<file path="src/nic_settings.svh">
// NIC transmit settings
// Bus widths, BAR0 register map and read chunk size
`ifndef NIC_SETTINGS_SVH
`define NIC_SETTINGS_SVH

// Local-link and address widths
`define NIC_DATA_W       64
`define NIC_REM_W        8
`define NIC_ADDR_W       64
`define NIC_QW_W         32

// Read chunking, 16 quadwords is 128 bytes
`define NIC_CHUNK_QW     16
`define NIC_CHUNK_LEN_W  5
`define NIC_TAG_W        5

// BAR0 byte offsets of the two huge-page slots
`define NIC_OFS_SLOT1_LO 5'h00
`define NIC_OFS_SLOT1_HI 5'h04
`define NIC_OFS_SLOT1_QW 5'h08
`define NIC_OFS_SLOT2_LO 5'h10
`define NIC_OFS_SLOT2_HI 5'h14
`define NIC_OFS_SLOT2_QW 5'h18

`endif

</file>
<file path="src/nic_pkg.sv">
// NIC shared types
// TLP format codes, huge-page slot record and completer id
`default_nettype none

`include "nic_settings.svh"

package nic_pkg;

    // Fmt[1:0] and Type[4:0] of header doubleword 0
    typedef enum logic [6:0] {
        TLP_MRD32 = 7'b00_00000,
        TLP_MRD64 = 7'b01_00000,
        TLP_MWR32 = 7'b10_00000
    } tlp_fmt_type_t;

    typedef struct packed {
        logic [`NIC_ADDR_W-1:0] addr;   // Host bus address
        logic [`NIC_QW_W-1:0]   qwords; // Page length
    } page_slot_t;

    typedef struct packed {
        logic [7:0] bus;
        logic [4:0] dev;
        logic [2:0] func;
    } completer_id_t;

endpackage

`default_nettype wire

</file>
<file path="src/tx_page_regs.sv">
// Huge-page slot registers
// Decodes one-doubleword BAR0 writes into the two transmit slots
`timescale 1ns/1ns
`default_nettype none

`include "nic_settings.svh"

module tx_page_regs import nic_pkg::*; (
    input  logic                   trn_clk,
    input  logic                   reset,
    input  logic [`NIC_DATA_W-1:0] trn_rd,
    input  logic                   trn_rsof_n,
    input  logic                   trn_reof_n,
    input  logic                   trn_rsrc_rdy_n,
    input  logic [6:0]             trn_rbar_hit_n,
    output page_slot_t             slot1,
    output page_slot_t             slot2,
    output logic                   slot1_armed,
    output logic                   slot2_armed,
    input  logic                   slot1_free,
    input  logic                   slot2_free
);

    logic        in_tlp;    // Between start and end beat
    logic        beat1;     // Next beat is the second one
    logic [31:0] hdr_dw0;
    logic        hdr_bar0;
    logic        sof_beat;
    logic        eof_beat;
    logic        wr_hit;
    logic [4:0]  wr_ofs;
    logic [31:0] wr_data;

    assign sof_beat = !trn_rsrc_rdy_n && !trn_rsof_n;
    assign eof_beat = !trn_rsrc_rdy_n && !trn_reof_n;
    assign wr_ofs   = trn_rd[36:32];
    assign wr_data  = trn_rd[31:0];

    // Two-beat MWr32 of one doubleword that hit BAR0
    assign wr_hit = eof_beat && beat1 && hdr_bar0
                    && (hdr_dw0[30:24] == TLP_MWR32) && (hdr_dw0[9:0] == 10'd1);

    //----------------------------------------------------------------------
    // Beat tracking
    //----------------------------------------------------------------------
    always_ff @(posedge trn_clk) begin
        if (reset) begin
            in_tlp <= 1'b0;
            beat1  <= 1'b0;
        end else if (!trn_rsrc_rdy_n) begin
            in_tlp <= trn_reof_n;
            beat1  <= sof_beat && trn_reof_n;
        end
    end

    always_ff @(posedge trn_clk) begin
        if (sof_beat) begin
            hdr_dw0  <= trn_rd[63:32];
            hdr_bar0 <= !trn_rbar_hit_n[0];
        end
    end

    //----------------------------------------------------------------------
    // Slot fields
    //----------------------------------------------------------------------
    always_ff @(posedge trn_clk) begin
        if (wr_hit) begin
            case (wr_ofs)
                `NIC_OFS_SLOT1_LO: slot1.addr[31:0]  <= wr_data;
                `NIC_OFS_SLOT1_HI: slot1.addr[63:32] <= wr_data;
                `NIC_OFS_SLOT1_QW: slot1.qwords      <= wr_data;
                `NIC_OFS_SLOT2_LO: slot2.addr[31:0]  <= wr_data;
                `NIC_OFS_SLOT2_HI: slot2.addr[63:32] <= wr_data;
                `NIC_OFS_SLOT2_QW: slot2.qwords      <= wr_data;
                default: ;                           // Unmapped offset
            endcase
        end
    end

    // Writing the length arms a slot, a same-cycle free loses
    always_ff @(posedge trn_clk) begin
        if (reset) begin
            slot1_armed <= 1'b0;
            slot2_armed <= 1'b0;
        end else begin
            if (wr_hit && wr_ofs == `NIC_OFS_SLOT1_QW)
                slot1_armed <= 1'b1;
            else if (slot1_free)
                slot1_armed <= 1'b0;
            if (wr_hit && wr_ofs == `NIC_OFS_SLOT2_QW)
                slot2_armed <= 1'b1;
            else if (slot2_free)
                slot2_armed <= 1'b0;
        end
    end

    a_eof_after_sof: assert property (@(posedge trn_clk) disable iff (reset)
        (eof_beat && trn_rsof_n) |-> in_tlp);

endmodule

`default_nettype wire

</file>
<file path="src/tx_chunk_sequencer.sv">
// Transmit chunk sequencer
// Walks armed slots in 128-byte read chunks and raises the page interrupt
`timescale 1ns/1ns
`default_nettype none

`include "nic_settings.svh"

module tx_chunk_sequencer import nic_pkg::*; (
    input  logic                        trn_clk,
    input  logic                        reset,
    input  page_slot_t                  slot1,
    input  page_slot_t                  slot2,
    input  logic                        slot1_armed,
    input  logic                        slot2_armed,
    output logic                        slot1_free,
    output logic                        slot2_free,
    output logic                        read_chunk,
    output logic [`NIC_ADDR_W-1:0]      chunk_addr,
    output logic [`NIC_CHUNK_LEN_W-1:0] chunk_qwords,
    input  logic                        read_chunk_ack,
    output logic                        cfg_interrupt_n,
    input  logic                        cfg_interrupt_rdy_n
);

    typedef enum logic [1:0] {
        ST_IDLE,
        ST_ISSUE,
        ST_WAIT_ACK,
        ST_DONE
    } state_t;

    state_t               state;
    logic                 cur_slot;     // 0 is slot 1
    logic [`NIC_QW_W-1:0] qw_left;
    logic                 cur_armed;
    logic                 last_chunk;
    logic                 page_done;
    logic [7:0]           irq_pend;     // Pages waiting for an interrupt

    assign cur_armed  = cur_slot ? slot2_armed : slot1_armed;
    assign last_chunk = (qw_left <= `NIC_QW_W'(`NIC_CHUNK_QW));

    assign read_chunk   = (state == ST_ISSUE) || (state == ST_WAIT_ACK);
    assign chunk_qwords = last_chunk ? qw_left[`NIC_CHUNK_LEN_W-1:0]
                                     : `NIC_CHUNK_LEN_W'(`NIC_CHUNK_QW);

    assign page_done  = (state == ST_DONE);
    assign slot1_free = page_done && !cur_slot;
    assign slot2_free = page_done && cur_slot;

    //----------------------------------------------------------------------
    // Slot walk
    //----------------------------------------------------------------------
    always_ff @(posedge trn_clk) begin
        if (reset) begin
            state    <= ST_IDLE;
            cur_slot <= 1'b0;
        end else begin
            case (state)
                ST_IDLE: begin
                    if (cur_armed)
                        state <= ST_ISSUE;
                end
                ST_ISSUE, ST_WAIT_ACK: begin
                    if (read_chunk_ack)
                        state <= last_chunk ? ST_DONE : ST_ISSUE;
                    else
                        state <= ST_WAIT_ACK;
                end
                ST_DONE: begin
                    cur_slot <= !cur_slot;  // Alternate 1, 2, 1
                    state    <= ST_IDLE;
                end
                default: state <= ST_IDLE;
            endcase
        end
    end

    // Running address and remaining length
    always_ff @(posedge trn_clk) begin
        if (state == ST_IDLE && cur_armed) begin
            chunk_addr <= cur_slot ? slot2.addr : slot1.addr;
            qw_left    <= cur_slot ? slot2.qwords : slot1.qwords;
        end else if (read_chunk && read_chunk_ack) begin
            chunk_addr <= chunk_addr + `NIC_ADDR_W'(`NIC_CHUNK_QW * 8);
            qw_left    <= qw_left - `NIC_QW_W'(chunk_qwords);
        end
    end

    //----------------------------------------------------------------------
    // Legacy interrupt
    //----------------------------------------------------------------------
    always_ff @(posedge trn_clk) begin
        if (reset) begin
            cfg_interrupt_n <= 1'b1;
            irq_pend        <= 8'd0;
        end else if (!cfg_interrupt_n) begin
            if (!cfg_interrupt_rdy_n)
                cfg_interrupt_n <= 1'b1;            // Core took it
            irq_pend <= irq_pend + 8'(page_done);
        end else if (page_done || irq_pend != 8'd0) begin
            cfg_interrupt_n <= 1'b0;
            irq_pend        <= irq_pend + 8'(page_done) - 8'd1;
        end
    end

    // Request and its chunk stay put until the requester acks it
    a_chunk_held: assert property (@(posedge trn_clk) disable iff (reset)
        (read_chunk && !read_chunk_ack) |=>
            (read_chunk && $stable(chunk_addr) && $stable(chunk_qwords)));

endmodule

`default_nettype wire

</file>
<file path="src/tx_mem_rd_requester.sv">
// Memory read requester
// Sends one 3DW or 4DW MRd TLP per chunk on the transmit local link
`timescale 1ns/1ns
`default_nettype none

`include "nic_settings.svh"

module tx_mem_rd_requester import nic_pkg::*; (
    input  logic                        trn_clk,
    input  logic                        reset,
    input  logic                        read_chunk,
    input  logic [`NIC_ADDR_W-1:0]      chunk_addr,
    input  logic [`NIC_CHUNK_LEN_W-1:0] chunk_qwords,
    output logic                        read_chunk_ack,
    input  completer_id_t               cfg_completer_id,
    input  logic                        cfg_bus_mstr_enable,
    output logic [`NIC_DATA_W-1:0]      trn_td,
    output logic [`NIC_REM_W-1:0]       trn_trem_n,
    output logic                        trn_tsof_n,
    output logic                        trn_teof_n,
    output logic                        trn_tsrc_rdy_n,
    input  logic                        trn_tdst_rdy_n,
    input  logic [3:0]                  trn_tbuf_av
);

    typedef enum logic [1:0] {
        ST_IDLE,
        ST_BEAT0,
        ST_BEAT1
    } state_t;

    state_t                state;
    logic [`NIC_TAG_W-1:0] tag;
    logic                  is_64;
    tlp_fmt_type_t         fmt_type;
    logic [9:0]            len_dw;
    logic [31:0]           hdr_dw0;
    logic [31:0]           hdr_dw1;
    logic [31:0]           addr_lo;

    assign is_64    = (chunk_addr[63:32] != 32'd0);
    assign fmt_type = is_64 ? TLP_MRD64 : TLP_MRD32;
    assign len_dw   = {4'd0, chunk_qwords, 1'b0};   // Two DW per QW
    assign addr_lo  = {chunk_addr[31:2], 2'b00};

    // R, Fmt/Type, R, TC, R, TD, EP, Attr, R, Length
    assign hdr_dw0 = {1'b0, fmt_type, 1'b0, 3'b000, 4'h0, 1'b0, 1'b0, 2'b00,
                      2'b00, len_dw};
    assign hdr_dw1 = {cfg_completer_id, {(8 - `NIC_TAG_W){1'b0}}, tag, 4'hF, 4'hF};

    assign read_chunk_ack = (state == ST_BEAT1) && !trn_tdst_rdy_n;

    //----------------------------------------------------------------------
    // Beat sequencing
    //----------------------------------------------------------------------
    always_ff @(posedge trn_clk) begin
        if (reset) begin
            state          <= ST_IDLE;
            tag            <= '0;
            trn_tsof_n     <= 1'b1;
            trn_teof_n     <= 1'b1;
            trn_tsrc_rdy_n <= 1'b1;
        end else begin
            case (state)
                ST_IDLE: begin
                    // Needs bus mastering and a non-posted credit
                    if (read_chunk && cfg_bus_mstr_enable && trn_tbuf_av[0]) begin
                        trn_tsof_n     <= 1'b0;
                        trn_tsrc_rdy_n <= 1'b0;
                        state          <= ST_BEAT0;
                    end
                end
                ST_BEAT0: begin
                    if (!trn_tdst_rdy_n) begin
                        trn_tsof_n <= 1'b1;
                        trn_teof_n <= 1'b0;
                        state      <= ST_BEAT1;
                    end
                end
                ST_BEAT1: begin
                    if (!trn_tdst_rdy_n) begin
                        trn_teof_n     <= 1'b1;
                        trn_tsrc_rdy_n <= 1'b1;
                        tag            <= tag + 1'b1;  // Wraps at 32
                        state          <= ST_IDLE;
                    end
                end
                default: state <= ST_IDLE;
            endcase
        end
    end

    // Beat payload
    always_ff @(posedge trn_clk) begin
        if (state == ST_IDLE) begin
            trn_td     <= {hdr_dw0, hdr_dw1};
            trn_trem_n <= 8'h00;
        end else if (state == ST_BEAT0 && !trn_tdst_rdy_n) begin
            trn_td     <= is_64 ? chunk_addr[63:0] : {addr_lo, 32'd0};
            trn_trem_n <= is_64 ? 8'h00 : 8'h0F;
        end
    end

    a_tx_hold: assert property (@(posedge trn_clk) disable iff (reset)
        (!trn_tsrc_rdy_n && trn_tdst_rdy_n) |=>
            (!trn_tsrc_rdy_n && $stable(trn_td) && $stable(trn_trem_n)
             && $stable(trn_tsof_n) && $stable(trn_teof_n)));

endmodule

`default_nettype wire

</file>
<file path="src/pcie_tx_app.sv">
// PCIe transmit application
// Host-programmed huge-page slots drive memory read requests and interrupts
`timescale 1ns/1ns
`default_nettype none

`include "nic_settings.svh"

module pcie_tx_app import nic_pkg::*; (
    input  logic                   trn_clk,
    input  logic                   reset,
    // Receive local link
    input  logic [`NIC_DATA_W-1:0] trn_rd,
    input  logic                   trn_rsof_n,
    input  logic                   trn_reof_n,
    input  logic                   trn_rsrc_rdy_n,
    input  logic [6:0]             trn_rbar_hit_n,
    // Transmit local link
    output logic [`NIC_DATA_W-1:0] trn_td,
    output logic [`NIC_REM_W-1:0]  trn_trem_n,
    output logic                   trn_tsof_n,
    output logic                   trn_teof_n,
    output logic                   trn_tsrc_rdy_n,
    input  logic                   trn_tdst_rdy_n,
    input  logic [3:0]             trn_tbuf_av,
    // Configuration
    input  logic [15:0]            cfg_command,
    input  logic [7:0]             cfg_bus_number,
    input  logic [4:0]             cfg_device_number,
    input  logic [2:0]             cfg_function_number,
    output logic                   cfg_interrupt_n,
    input  logic                   cfg_interrupt_rdy_n
);

    page_slot_t                  slot1;
    page_slot_t                  slot2;
    logic                        slot1_armed;
    logic                        slot2_armed;
    logic                        slot1_free;
    logic                        slot2_free;
    logic                        read_chunk;
    logic                        read_chunk_ack;
    logic [`NIC_ADDR_W-1:0]      chunk_addr;
    logic [`NIC_CHUNK_LEN_W-1:0] chunk_qwords;
    completer_id_t               cfg_completer_id;
    logic                        cfg_bus_mstr_enable;

    assign cfg_completer_id    = {cfg_bus_number, cfg_device_number, cfg_function_number};
    assign cfg_bus_mstr_enable = cfg_command[2];

    //----------------------------------------------------------------------
    // Slot registers, sequencer and requester
    //----------------------------------------------------------------------
    tx_page_regs page_regs_i (
        .trn_clk        (trn_clk),
        .reset          (reset),
        .trn_rd         (trn_rd),
        .trn_rsof_n     (trn_rsof_n),
        .trn_reof_n     (trn_reof_n),
        .trn_rsrc_rdy_n (trn_rsrc_rdy_n),
        .trn_rbar_hit_n (trn_rbar_hit_n),
        .slot1          (slot1),
        .slot2          (slot2),
        .slot1_armed    (slot1_armed),
        .slot2_armed    (slot2_armed),
        .slot1_free     (slot1_free),
        .slot2_free     (slot2_free)
    );

    tx_chunk_sequencer chunk_seq_i (
        .trn_clk             (trn_clk),
        .reset               (reset),
        .slot1               (slot1),
        .slot2               (slot2),
        .slot1_armed         (slot1_armed),
        .slot2_armed         (slot2_armed),
        .slot1_free          (slot1_free),
        .slot2_free          (slot2_free),
        .read_chunk          (read_chunk),
        .chunk_addr          (chunk_addr),
        .chunk_qwords        (chunk_qwords),
        .read_chunk_ack      (read_chunk_ack),
        .cfg_interrupt_n     (cfg_interrupt_n),
        .cfg_interrupt_rdy_n (cfg_interrupt_rdy_n)
    );

    tx_mem_rd_requester rd_req_i (
        .trn_clk             (trn_clk),
        .reset               (reset),
        .read_chunk          (read_chunk),
        .chunk_addr          (chunk_addr),
        .chunk_qwords        (chunk_qwords),
        .read_chunk_ack      (read_chunk_ack),
        .cfg_completer_id    (cfg_completer_id),
        .cfg_bus_mstr_enable (cfg_bus_mstr_enable),
        .trn_td              (trn_td),
        .trn_trem_n          (trn_trem_n),
        .trn_tsof_n          (trn_tsof_n),
        .trn_teof_n          (trn_teof_n),
        .trn_tsrc_rdy_n      (trn_tsrc_rdy_n),
        .trn_tdst_rdy_n      (trn_tdst_rdy_n),
        .trn_tbuf_av         (trn_tbuf_av)
    );

endmodule

`default_nettype wire

</file>
<file path="config.mk">
export PLATFORM = sky130hd
export DESIGN_NAME = pcie_tx_app
export DESIGN_NICKNAME = d
export VERILOG_FILES = /design/src/nic_pkg.sv /design/src/tx_page_regs.sv /design/src/tx_chunk_sequencer.sv /design/src/tx_mem_rd_requester.sv /design/src/pcie_tx_app.sv
export VERILOG_INCLUDE_DIRS = /design/src
export SDC_FILE = /design/constraint.sdc
export NUM_CORES = 1
export LEC_CHECK = 0
export BUFFER_PORTS_ARGS = -buffer_cell sky130_fd_sc_hd__buf_2
export CAP_MARGIN = 20
export CORE_UTILIZATION = 60
export DETAILED_ROUTE_END_ITERATION = 8
export PLACE_DENSITY = 0.81
export SETUP_SLACK_MARGIN = 0.4
export SLEW_MARGIN = 20
export SYNTH_ARGS = -nofsm -noshare
export SYNTH_HDL_FRONTEND = slang
export SYNTH_HIERARCHICAL = 1
export SYNTH_SLANG_ARGS = --single-unit
export TNS_END_PERCENT = 100
</file>
<file path="constraint.sdc">
create_clock -name trn_clk -period 8.69 [get_ports trn_clk]
set_clock_uncertainty 0.05 [all_clocks]
set_input_delay 0.869 -clock trn_clk [delete_from_list [all_inputs] [get_ports trn_clk]]
set_output_delay 0.869 -clock trn_clk [all_outputs]
set_load 0.05 [all_outputs]
</file>
# ---- After elaboration in Yosys (flattened, before gate mapping)
# Index checks and enable logic that the tools add are counted.
dict set report classes {
  n_addsub 5
  mul 0
  div_mod_pow 0
  n_lt_le_gt_ge 1
  eq_ne 17
  shift 0
  n_mux 36
  bitwise 1
  reduce_logical 49
}
# operator count
set op_table {}
lappend op_table {{$mux 64} 4}
lappend op_table {{$mux 63} 2}
lappend op_table {{$mux 32} 3}
lappend op_table {{$add 64x8->64 const B} 1}
lappend op_table {{$le 32x5->1 const B} 1}
lappend op_table {{$reduce_bool 32->1} 1}
lappend op_table {{$sub 32x5->32} 1}
lappend op_table {{$logic_and 1x1->1} 17}
lappend op_table {{$mux 8} 2}
lappend op_table {{$eq 5x5->1 const B} 3}
lappend op_table {{$reduce_and 2->1} 7}
lappend op_table {{$reduce_bool 2->1} 7}
lappend op_table {{$mux 2} 6}
lappend op_table {{$pmux 2 s3} 2}
lappend op_table {{$reduce_and 3->1} 4}
lappend op_table {{$mux 1} 11}
lappend op_table {{$eq 10x1->1 const B} 1}
lappend op_table {{$add 8x1->8} 1}
lappend op_table {{$reduce_bool 8->1} 1}
lappend op_table {{$sub 8x1->8 const B} 1}
lappend op_table {{$eq 7x7->1 const B} 1}
lappend op_table {{$eq 2x2->1 const B} 3}
lappend op_table {{$logic_not 1->1} 6}
lappend op_table {{$mux 6} 1}
lappend op_table {{14 further kinds} 22}
dict set report word_totals {
  ff_bits 417
  latch_bits 0
  ram_bits 0
  mem_bits_ro 0
  input_bits 114
  output_inout_bits 76
  wordCells 134
  n_memories 0
}

# ---- Longest topological paths before layout
# Gate-level depths: netlist of run 1.
dict set report logic_depth {
  ltp_word 8
  ltp_mapped 12
  depth_no_buf 11
}

# ---- Hierarchy
# Netlist of run 1, hierarchy kept.
# mod n_inst cells_each area_each_um2 seq_area_each_um2
set modules_own_cells {}
lappend modules_own_cells {tx_chunk_sequencer 1 796 7490.9 3123.0}
lappend modules_own_cells {tx_page_regs 1 250 6601.3 6366.1}
lappend modules_own_cells {tx_mem_rd_requester 1 332 3357.0 1831.8}

# ---- Least setup slack after synthesis of run 1
# OpenSTA, ideal clock, no wires.
dict set report synth_path {
  kind {input port to flip-flop}
  start {input port trn_reof_n}
  end {register, netlist name page_regs_i/slot1[0]}
  setup_ns 0.502
  arrival_ns 4.525
  t_required_ns 8.138
  path_slack_ns 3.613
  cell_stages 3
  path_buffers 0
  path_cell_list {and4bb_2 -> nand4_2 -> nor4_1}
}
dict set report synth_between {
  elab_chain_len 7
}
# element line
set synth_lines {}
lappend synth_lines {{start: declaration} pcie_tx_app.sv:14} ;# input logic trn_reof_n,
lappend synth_lines {{$logic_not 1->1} tx_page_regs.sv:35} ;# assign eof_beat = !trn_rsrc_rdy_n && !trn_reof_n;
lappend synth_lines {{$logic_and 1x1->1} tx_page_regs.sv:35}
lappend synth_lines {{$logic_and 1x1->1 (2 in a row)} tx_page_regs.sv:40} ;# assign wr_hit = eof_beat && beat1 && hdr_bar0
lappend synth_lines {{$logic_and 1x1->1 (2 in a row)} tx_page_regs.sv:41} ;# && (hdr_dw0[30:24] == TLP_MWR32) && (hdr_dw0[9:0] == 10'd1);
lappend synth_lines {{$reduce_and 2->1 (no line)} -}
# Every way passes these cells.
# A chain may end at the register's enable or synchronous reset.

# ---- Final worst setup path of run 1
dict set report layout_path {
  start {register chunk_seq_i.cur_slot}
  end {register chunk_seq_i.chunk_addr[22] (data pin)}
}
dict set report layout_between {
  elab_chain_len 3
  word_cells_on_any_way 4
  classes_between {mux (3); reduce/logical (1)}
}
# element line
set layout_lines {}
lappend layout_lines {{start: declaration} tx_chunk_sequencer.sv:33} ;# logic cur_slot;
lappend layout_lines {{start signal: assignment} tx_chunk_sequencer.sv:71} ;# cur_slot <= !cur_slot;
lappend layout_lines {{$mux 1} tx_chunk_sequencer.sv:40} ;# assign cur_armed = cur_slot ? slot2_armed : slot1_armed;
lappend layout_lines {{$logic_and 1x1->1} tx_chunk_sequencer.sv:81} ;# if (state == ST_IDLE && cur_armed) begin
lappend layout_lines {{$mux 64 (*)} tx_chunk_sequencer.sv:81}
lappend layout_lines {{end signal: assignment} tx_chunk_sequencer.sv:82} ;# chunk_addr <= cur_slot ? slot2.addr : slot1.addr;
lappend layout_lines {{end signal: assignment} tx_chunk_sequencer.sv:85} ;# chunk_addr <= chunk_addr + `NIC_ADDR_W'(`NIC_CHUNK_QW * 8);
lappend layout_lines {{end: declaration} tx_chunk_sequencer.sv:18} ;# output logic [`NIC_ADDR_W-1:0] chunk_addr,
# Every way passes the cells marked *; elsewhere a longest branch is shown, timed or not.

==> out/results.tsv, run 1 <==
stage	metric	value	unit
clocking	Sink Count	396	
timing	Final Critical Period	4.01	ns
clocking	Post-CTS Resized	0	
timing	setup tns final	0	ns
routing	DR vias	11579	
routing	WL/cell	19.4	µm
yosys	Seq cells post-synth	396	
worst_setup_path	R2R setup slack	4.68	ns
place	I/O Buffers	146	
worst_setup_path	Most common cell on crit path	buf_4	
final_layout	Layout Nets	1627	
power_and_ir_drop	Power Dens Cells	206	nW/µm²
clocking	CTS tree	yes	
yosys	Syn Inst Count	1378	
die	die area	29800	µm²
routing	ANT nets after route	0	
final_layout	share of post-route cells with drive strength above 1	17.5	%
clocking	Post-CTS Setup Repair Bufs	0	
worst_setup_path	largest fanout on the critical path	93	
timing	hold_ws	0.408	ns
final_layout	Area Growth Syn to Fin	13.5	%
power_and_ir_drop	Pwr Total	4.08	mW
die	Die Span Y	173	µm
worst_setup_path	Critical Path AT	4.21	ns
power_and_ir_drop	Flop pwr share	52.0	%
yosys	Post-synth ARST share	0	%
power_and_ir_drop	Peak supply drop	0.115	mV
timing	Final Setup Violations	0	
grt	initial antenna violation count	0	
yosys	most numerous cell in the Yosys netlist	edfxtp_1	
worst_setup_path	kind of critical path	register to register	
timing	Final Hold Vio Count	0	
yosys	synth warn	6	
yosys	Top FF cell, synth	edfxtp_1	
worst_setup_path	Startpoint Class	register	
worst_setup_path	slowest CP cell	buf_4	
routing	WL final	37200	µm
hold_path	hold path depth	1	
place	Final HPWL DP	23900	µm
timing	Max Fclk	249	MHz
worst_setup_path	FF-to-FF path depth	7	
grt	largest net degree at the start of global routing	94	
routing	number of vias per cell	6.03	
timing	Slew @ Worst Pin	1.13	ns
worst_setup_path	required time worst endpoint	8.89	ns
worst_setup_path	critical path, cell by cell	mux2_2 > nand2_4 > buf_4 > inv_1 > buf_4 > nor2_1 > a21oi_1	
power_and_ir_drop	Sw Pwr	0.887	mW
yosys	Post-synth top cells	339 x edfxtp_1, 104 x nor2_1, 87 x a21oi_1	
yosys	post-synth cell types	67	
timing	Final Cycle Share	46.2	%
routing	Pre-Repair DR Iteration Count	7	
clocking	# hold bufs at CTS	0	
yosys	mean post-synth cell area	12.7	µm²
routing	Detailed Route Iter0 Violations	1310	
die	total I/O pin count	190	
die	Starting Density	61.0	%
yosys	Post-Syn Area	17400	µm²
timing	Final WS setup	4.68	ns
grt	first-pass GRT wire length	59100	µm
power_and_ir_drop	Comb pwr share	6.5	%
die	die width	173	µm
yosys	Yosys top cell area share	58.3	%
power_and_ir_drop	leakage	6.60	nW
place	pre-CTS WS	4.78	ns
clocking	CTS HTree Levels	2	
hold_path	type of the tightest min-delay check	register to register	
timing	RSZ-0062 raised after global routing	false	
yosys	register area share after synthesis	64.9	%
power_and_ir_drop	Clock Power Share	41.5	%
yosys	Post-synth EDFFs	339	
timing	fin. max-slew vios	0	
status	status	completed	
final_layout	final core occ	69.2	%
final_layout	Antenna diodes	0	
grt	grt total ovfl	0	
timing	headroom to the max-slew limit	24.1	%
routing	Residual DRC	0	
clocking	CTS buffer count	39	
clocking	Root Driver	clkbuf_16	
yosys	Synth area leader	edfxtp_1	
job	Max Cap Viol	0	
grt	vias in the first global route	11142	
yosys	top post-synthesis cells by area	edfxtp_1 58%, dfxtp_1 6.5%, xnor2_1 3.0%	
die	# rows	62	
power_and_ir_drop	Sw Share	21.7	%
grt	All-Layer GR Usage	25.1	%
final_layout	Filler Cell Count	1963	
place	gpl congestion	0.838	
power_and_ir_drop	internal power	3.19	mW
clocking	CTS Buffer Depth	3	
worst_setup_path	crit end category	register	
worst_setup_path	CP max stage delay	0.85	ns
die	Core Region	28600	µm²
clocking	later-pin clock latency in the skew report	0.52	ns
clocking	Clock transition at path regs	0.06	ns
==> through the flow <==
step                      cell area [µm²]  instances
after floorplan                     17500       1381
after global placement              18500       1848
after detailed placement            18500       1848
after CTS                           19800       1919
after global routing                19800       1919
final                               19800       1919
==> area by class of cell <==
class	instances	area (µm²)	share of cell area, %
timing repair buffer	165	877	4.43
tap	384	480	2.43
multi-input combinational	859	5650	28.5
clock buffer	55	1150	5.81
clock inverter	16	156	0.790
inverter	44	165	0.834
sequential	396	11300	57.2
==> state kept, by name (all words and copies together) (netlist names), 2 cells and up <==
name / count
rd_req_i/state: 2
chunk_seq_i/irq_pend: 8
page_regs_i/slot2: 96
chunk_seq_i/state: 2
page_regs_i/hdr_dw0: 17
chunk_seq_i/qw_left: 32
rd_req_i/trn_td: 64
page_regs_i/slot1: 96
rd_req_i/tag: 5
chunk_seq_i/chunk_addr: 64
==> power groups by stage <==
| stage | clock [mW] | combinational (mW) | sequential [mW] |
|---|---|---|---|
| finish | 1.70 | 0.264 | 2.12 |
| global placement | 0 | 0.251 | 2.16 |
| detailed placement | 0 | 0.261 | 2.16 |
| CTS | 1.71 | 0.263 | 2.12 |
| floorplan | 0 | 0.117 | 2.23 |
| global route | 1.79 | 0.286 | 2.13 |
==> final timing paths <==
check	from	end
hold / removal	rd_req_i/trn_tsof_n	rd_req_i/trn_tsof_n
hold reg to reg	rd_req_i/trn_tsof_n	rd_req_i/trn_tsof_n
setup / recovery	chunk_seq_i/cur_slot	chunk_seq_i/chunk_addr[22]
setup reg to reg	chunk_seq_i/cur_slot	chunk_seq_i/chunk_addr[22]
==> cells by family after synthesis <==
family | count (synthesis) | synth area share [%]
AO/OA/AOI/OAI | 265 | 10.3
XOR/XNOR | 93 | 4.67
adder cells (fa/ha/maj) | 8 | 0.574
buffers and inverters | 126 | 3.21
flip-flops | 396 | 64.9
multiplexers | 38 | 2.21
other | 2 | 0.0430
AND/OR/NAND/NOR | 450 | 14.1
==> per-layer routing <==
metal  vias to the layer above  global-route usage (%)  wire length, µm
met2                       451                    40.1            17600
met5                         -                       0                0
met3                        73                    3.52             2540
met4                         0                    8.15              850
met1                      5620                    35.7            16200
li1                       5435                       -                -
==> worst max-delay path: cells and delay by family, from the launching register on <==
family,cells,cell delay [ns]
buf+inv,3,1.71
simple gates,2,0.70
flops,1,0.64
mux,1,0.45
compound gates,1,0.06
==> layout by cell type (no fill, tap or decap), types with 42 or more instances in the layout <==
cell and count:
a211oi_1 64, a21oi_1 87, buf_2 146, clkbuf_16 42, dfxtp_1 56, edfxtp_1 339
inv_1 44, nand2_1 67, nor2_1 103, nor2b_1 63, nor3_1 56, xnor2_1 60
Note: power is estimated with default switching activity, not from simulation.
==> run 2, diff against run 1 <==
--- a/config.mk
+++ b/config.mk
@@ -8,9 +8,9 @@
 export LEC_CHECK = 0
 export BUFFER_PORTS_ARGS = -buffer_cell sky130_fd_sc_hd__buf_2
 export CAP_MARGIN = 20
-export CORE_UTILIZATION = 60
+export CORE_UTILIZATION = 59
 export DETAILED_ROUTE_END_ITERATION = 8
-export PLACE_DENSITY = 0.81
+export PLACE_DENSITY = 0.8
 export SETUP_SLACK_MARGIN = 0.4
 export SLEW_MARGIN = 20
 export SYNTH_ARGS = -nofsm -noshare
==> constraint.sdc (replaced) <==
create_clock -name trn_clk -period 4.1 [get_ports trn_clk]
set_clock_uncertainty 0.05 [all_clocks]
set_input_delay 0.41 -clock trn_clk [delete_from_list [all_inputs] [get_ports trn_clk]]
set_output_delay 0.41 -clock trn_clk [all_outputs]
set_load 0.05 [all_outputs]
==> run 2 against run 1 <==
Against the previous run: largest power group unchanged; power grew 110%; critical path type unchanged; count of clock-buffer cells in the layout grew 1; clock power grew 100%; flip-flop and latch count is the same; critical endpoint is now chunk_seq_i/chunk_addr[63]; hold slack lost 0.39 ns; combinational power grew 110%.
==> out/results.tsv, run 2 (same netlist as run 1, synthesis figures left out) <==
stage	metric	value	unit
timing	hold_ws	0.0173	ns
grt	grt total ovfl	0	
power_and_ir_drop	Pwr Total	8.54	mW
status	status	completed	
die	Core Region	28900	µm²
routing	WL/cell	19.0	µm
grt	vias in the first global route	11118	
worst_setup_path	largest fanout on the critical path	14	
grt	initial antenna violation count	0	
worst_setup_path	required time worst endpoint	4.27	ns
final_layout	Final Instance Area	19900	µm²
routing	WL final	36600	µm
power_and_ir_drop	leakage	6.63	nW
worst_setup_path	crit end category	register	
worst_setup_path	FF-to-FF path depth	6	
worst_setup_path	RR Endpoint	chunk_seq_i/chunk_addr[63]	
hold_path	WHS Endpoint	page_regs_i/hdr_dw0[30]	
clocking	Clock transition at path regs	0.06	ns
timing	Final Critical Period	3.26	ns
final_layout	final core occ	68.7	%
clocking	Root Driver	clkbuf_16	
grt	largest net degree at the start of global routing	161	
worst_setup_path	slowest CP cell	nand4_1	
clocking	CTS Buffer Depth	3	
routing	Residual DRC	0	
die	Starting Density	60.3	%
grt	first-pass GRT wire length	58000	µm
die	die area	30300	µm²
routing	ANT nets after route	0	
routing	number of vias per cell	6.01	
timing	Final WS setup	0.839	ns
worst_setup_path	Startpoint Class	register	
die	Die Span Y	174	µm
worst_setup_path	worst path buffer plus inverter count	0	
place	pre-CTS WS	0.933	ns
timing	Final Cycle Share	79.5	%
worst_setup_path	worst reg2reg startpoint	chunk_seq_i/chunk_addr[32]	
clocking	CTS tree	yes	
worst_setup_path	critical path, cell by cell	nand4_1 > nor4_1 > nand4_1 > nor4_1 > xnor2_1 > a21oi_1	
place	I/O Buffers	146	
routing	Pre-Repair DR Iteration Count	5	
timing	Max Fclk	307	MHz
final_layout	commonest non-fill, non-tap cell in the layout	edfxtp_1	
final_layout	commonest non-fill, non-tap cells in the layout	339 x edfxtp_1, 146 x buf_2, 103 x nor2_1	
final_layout	Layout Nets	1638	
final_layout	share of post-route cells with drive strength above 1	17.5	%
timing	fin. max-slew vios	0	
clocking	Post-CTS Resized	0	
die	# rows	62	
place	placed cell area	18500	µm²
routing	DR vias	11584	
timing	Slew @ Worst Pin	1.13	ns
final_layout	final cell count without fillers	1929	
worst_setup_path	CP top delay family	simple AND/OR/NAND/NOR gates	
place	gpl congestion	0.892	
clocking	Sink Count	396	
worst_setup_path	R2R setup slack	0.84	ns
power_and_ir_drop	Peak supply drop	0.262	mV
job	Max Cap Viol	0	
grt	All-Layer GR Usage	24.3	%
final_layout	Filler Cell Count	2019	
final_layout	Area Growth Syn to Fin	13.9	%
power_and_ir_drop	Power Dens Cells	430	nW/µm²
worst_setup_path	CP max stage delay	0.62	ns
final_layout	Largest regs	page_regs_i/slot1 x96, page_regs_i/slot2 x96	
timing	Final Hold Vio Count	0	
hold_path	hold path start	trn_rd[62]	
timing	headroom to the max-slew limit	24.5	%
die	die width	174	µm
worst_setup_path	Critical Path AT	3.44	ns
place	Final HPWL DP	24000	µm
hold_path	hold path depth	1	
timing	setup tns final	0	ns
worst_setup_path	kind of critical path	register to register	
die	total I/O pin count	190	
timing	Final Setup Violations	0	
routing	Detailed Route Iter0 Violations	1349	
final_layout	Antenna diodes	0	
place	DP Cell Count	1850	
hold_path	type of the tightest min-delay check	input port to register	
timing	RSZ-0062 raised after global routing	false	
clocking	later-pin clock latency in the skew report	0.52	ns
clocking	CTS buffer count	39	
clocking	CTS HTree Levels	2	
## run 2: final cells by class
cell class / count / area (µm²) / area share, %
sequential: 396 / 11300 / 57.0
multi-input combinational: 859 / 5650 / 28.4
clock buffer: 56 / 1140 / 5.76
timing repair buffer: 176 / 991 / 4.99
tap: 384 / 480 / 2.42
inverter: 44 / 165 / 0.831
clock inverter: 14 / 119 / 0.598
## run 2: routing by layer
metal  routed length [µm]  track usage (%)  share of wire (%)  vias to the layer above
li1                     -                -                  -                     5442
met2                16900             38.7                 46                      518
met3                 2830             3.67                7.7                       68
met1                16000             34.9                 44                     5556
met4                  856             7.27                2.3                        0
met5                    0                0                  0                        -
## run 2: how the worst max path moves through the flow
stage	startpoint	end	depth (start not counted)	slack (ns)
CTS	chunk_seq_i/chunk_addr[10]	chunk_seq_i/chunk_addr[39]	6	0.92
detailed placement	chunk_seq_i/chunk_addr[32]	chunk_seq_i/chunk_addr[55]	6	0.93
global placement	chunk_seq_i/chunk_addr[32]	chunk_seq_i/chunk_addr[55]	6	1.04
global route	chunk_seq_i/chunk_addr[32]	chunk_seq_i/chunk_addr[63]	6	0.75
finish	chunk_seq_i/chunk_addr[32]	chunk_seq_i/chunk_addr[63]	6	0.84
floorplan	trn_reof_n	page_regs_i/slot1[0]	3	-0.52
## run 2: where the power goes
part | internal, mW | switching (mW)
clock | 2.06 | 1.41
sequential | 4.44 | 0.0538
combinational | 0.184 | 0.377
total | 6.69 | 1.84
## run 2: what timing repair did
item / 4_1_cts / 5_1_grt
hold buffers: 9 / 0
endpoints found under the hold margin: 9 / 0
buffers inserted: 0 / 0
==> run 3, diff against run 2 <==
==> constraint.sdc (replaced) <==
create_clock -name trn_clk -period 3.2 [get_ports trn_clk]
set_clock_uncertainty 0.05 [all_clocks]
set_input_delay 0.32 -clock trn_clk [delete_from_list [all_inputs] [get_ports trn_clk]]
set_output_delay 0.32 -clock trn_clk [all_outputs]
set_load 0.05 [all_outputs]
==> run 3 against run 2 <==
Against the previous run: critical endpoint is now chunk_seq_i/qw_left[10]; first-iteration DRC count down 9.0%; non-clock buffer count up 31; combinational power up 35%; hold slack worse by 0.0020 ns; worst setup slack worse by 0.35 ns; count of clock-buffer cells in the layout down 2; highest routed layer unchanged; sequential share of layout area down 1.4 points; power up 32%; core utilization up 1.7 points; final cell count up 1.7%; critical path type unchanged; largest cell class unchanged; die area unchanged; maximum frequency up 20%.
==> out/results.tsv, run 3 (same netlist as run 1, synthesis figures left out) <==
stage	metric	value	unit
final_layout	Layout Nets	1670	
timing	Max Fclk	369	MHz
job	Max Cap Viol	0	
power_and_ir_drop	Power Dens Cells	553	nW/µm²
timing	Final Setup Violations	0	
power_and_ir_drop	leakage	6.88	nW
clocking	later-pin clock latency in the skew report	0.53	ns
worst_setup_path	crit end category	register	
final_layout	commonest non-fill, non-tap cells in the layout	339 x edfxtp_1, 146 x buf_2, 103 x nor2_1	
timing	hold_ws	0.0153	ns
clocking	Root Driver	clkbuf_16	
final_layout	Area Growth Syn to Fin	16.7	%
final_layout	multi-input logic area	5750	µm²
worst_setup_path	required time worst endpoint	3.41	ns
grt	grt total ovfl	0	
final_layout	Filler Cell Count	1907	
place	I/O Buffers	146	
final_layout	FF/Latch Area	11300	µm²
grt	vias in the first global route	11247	
clocking	CTS buffer count	40	
final_layout	Final Instance Area	20400	µm²
timing	Final WS setup	0.491	ns
clocking	Clock transition at path regs	0.06	ns
power_and_ir_drop	Pwr Total	11.3	mW
final_layout	commonest non-fill, non-tap cell in the layout	edfxtp_1	
place	pre-CTS WS	0.430	ns
status	status	completed	
worst_setup_path	R2R setup slack	0.49	ns
final_layout	Largest regs	page_regs_i/slot1 x96, page_regs_i/slot2 x96	
timing	Final Critical Period	2.71	ns
timing	fin. max-slew vios	0	
die	Starting Density	60.3	%
final_layout	share of post-route cells with drive strength above 1	18.7	%
die	# rows	62	
routing	ANT nets after route	0	
die	total I/O pin count	190	
timing	RSZ-0062 raised after global routing	false	
worst_setup_path	kind of critical path	register to register	
place	Final HPWL DP	24200	µm
die	die width	174	µm
timing	Final Hold Vio Count	0	
power_and_ir_drop	Peak supply drop	0.416	mV
routing	DR vias	11810	
clocking	CTS Buffer Depth	3	
routing	number of vias per cell	6.02	
place	placed cell area	18700	µm²
worst_setup_path	Startpoint Class	register	
routing	Pre-Repair DR Iteration Count	5	
place	gpl congestion	0.908	
grt	initial antenna violation count	1	
hold_path	type of the tightest min-delay check	input port to register	
routing	Detailed Route Iter0 Violations	1228	
worst_setup_path	Critical Path AT	2.92	ns
clocking	CTS HTree Levels	2	
routing	WL final	38000	µm
timing	headroom to the max-slew limit	33.6	%
timing	Final Cycle Share	84.7	%
grt	largest net degree at the start of global routing	161	
die	Die Span Y	174	µm
grt	All-Layer GR Usage	25.0	%
timing	Slew @ Worst Pin	0.996	ns
die	die area	30300	µm²
worst_setup_path	largest fanout on the critical path	6	
clocking	CTS tree	yes	
grt	first-pass GRT wire length	59500	µm
die	Core Region	28900	µm²
clocking	Sink Count	396	
routing	Residual DRC	0	
routing	WL/cell	19.4	µm
[run 3: stage by stage]
stage | TNS, ns | util (%) | std cells
floorplan | -25.53 | - | 1381
global route | 0 | 70.4 | 1961
global placement | 0 | 64.6 | 1863
detailed placement | 0 | 64.6 | 1863
finish | 0 | 70.4 | 1961
CTS | 0 | 70.1 | 1957
[run 3: area by class of cell]
| cell class | count | area share [%] |
|---|---|---|
| Timing Repair Buffer | 207 | 6.34 |
| Sequential cell | 396 | 55.6 |
| Multi-Input combinational cell | 859 | 28.2 |
| Inverter | 44 | 0.811 |
| Antenna cell | 1 | 0.0123 |
| Tap cell | 384 | 2.36 |
| Clock buffer | 54 | 5.52 |
| Clock inverter | 16 | 1.09 |
[run 3: worst paths after layout]
check	to	from	cells past startpoint
min reg2reg	page_regs_i/slot1_armed	page_regs_i/slot1_armed	2
max reg2reg	chunk_seq_i/qw_left[10]	chunk_seq_i/qw_left[5]	7
min	page_regs_i/slot2[91]	trn_rd[27]	1
max	chunk_seq_i/qw_left[10]	chunk_seq_i/qw_left[5]	7
[run 3: what timing repair did]
item	in CTS	in global routing
buffers inserted	0	3
hold buffers	24	0
endpoints found under the setup margin	3	20
hold endpoints to repair	43	0
pin swaps	1	2
gates resized for setup	1	6
[run 3: power by group]
group | internal [mW] | leakage, nW | switching [mW] | total [mW]
clock network | 2.87 | 0.664 | 1.87 | 4.74
logic | 0.253 | 2.70 | 0.505 | 0.758
registers | 5.69 | 3.52 | 0.0733 | 5.77
[run 3: per-layer routing]
| metal | share of wire, % | routed length (µm) | track usage [%] | up-vias |
|---|---|---|---|---|
| li1 | - | - | - | 5513 |
| met1 | 43 | 16200 | 34.9 | 5685 |
| met2 | 48 | 18100 | 40.3 | 521 |
| met3 | 7.1 | 2700 | 3.74 | 91 |
| met4 | 2.8 | 1080 | 8.44 | 0 |
| met5 | 0 | 0 | 0 | - |
[run 3: worst max-delay path, cell delays in order (launching register included)]
cell and delay, ns:
edfxtp_1 0.51, or4_4 0.61, nor4b_4 0.27, buf_4 0.18
a31oi_1 0.14, a2111oi_2 0.41, xnor2_1 0.17, a21oi_1 0.09
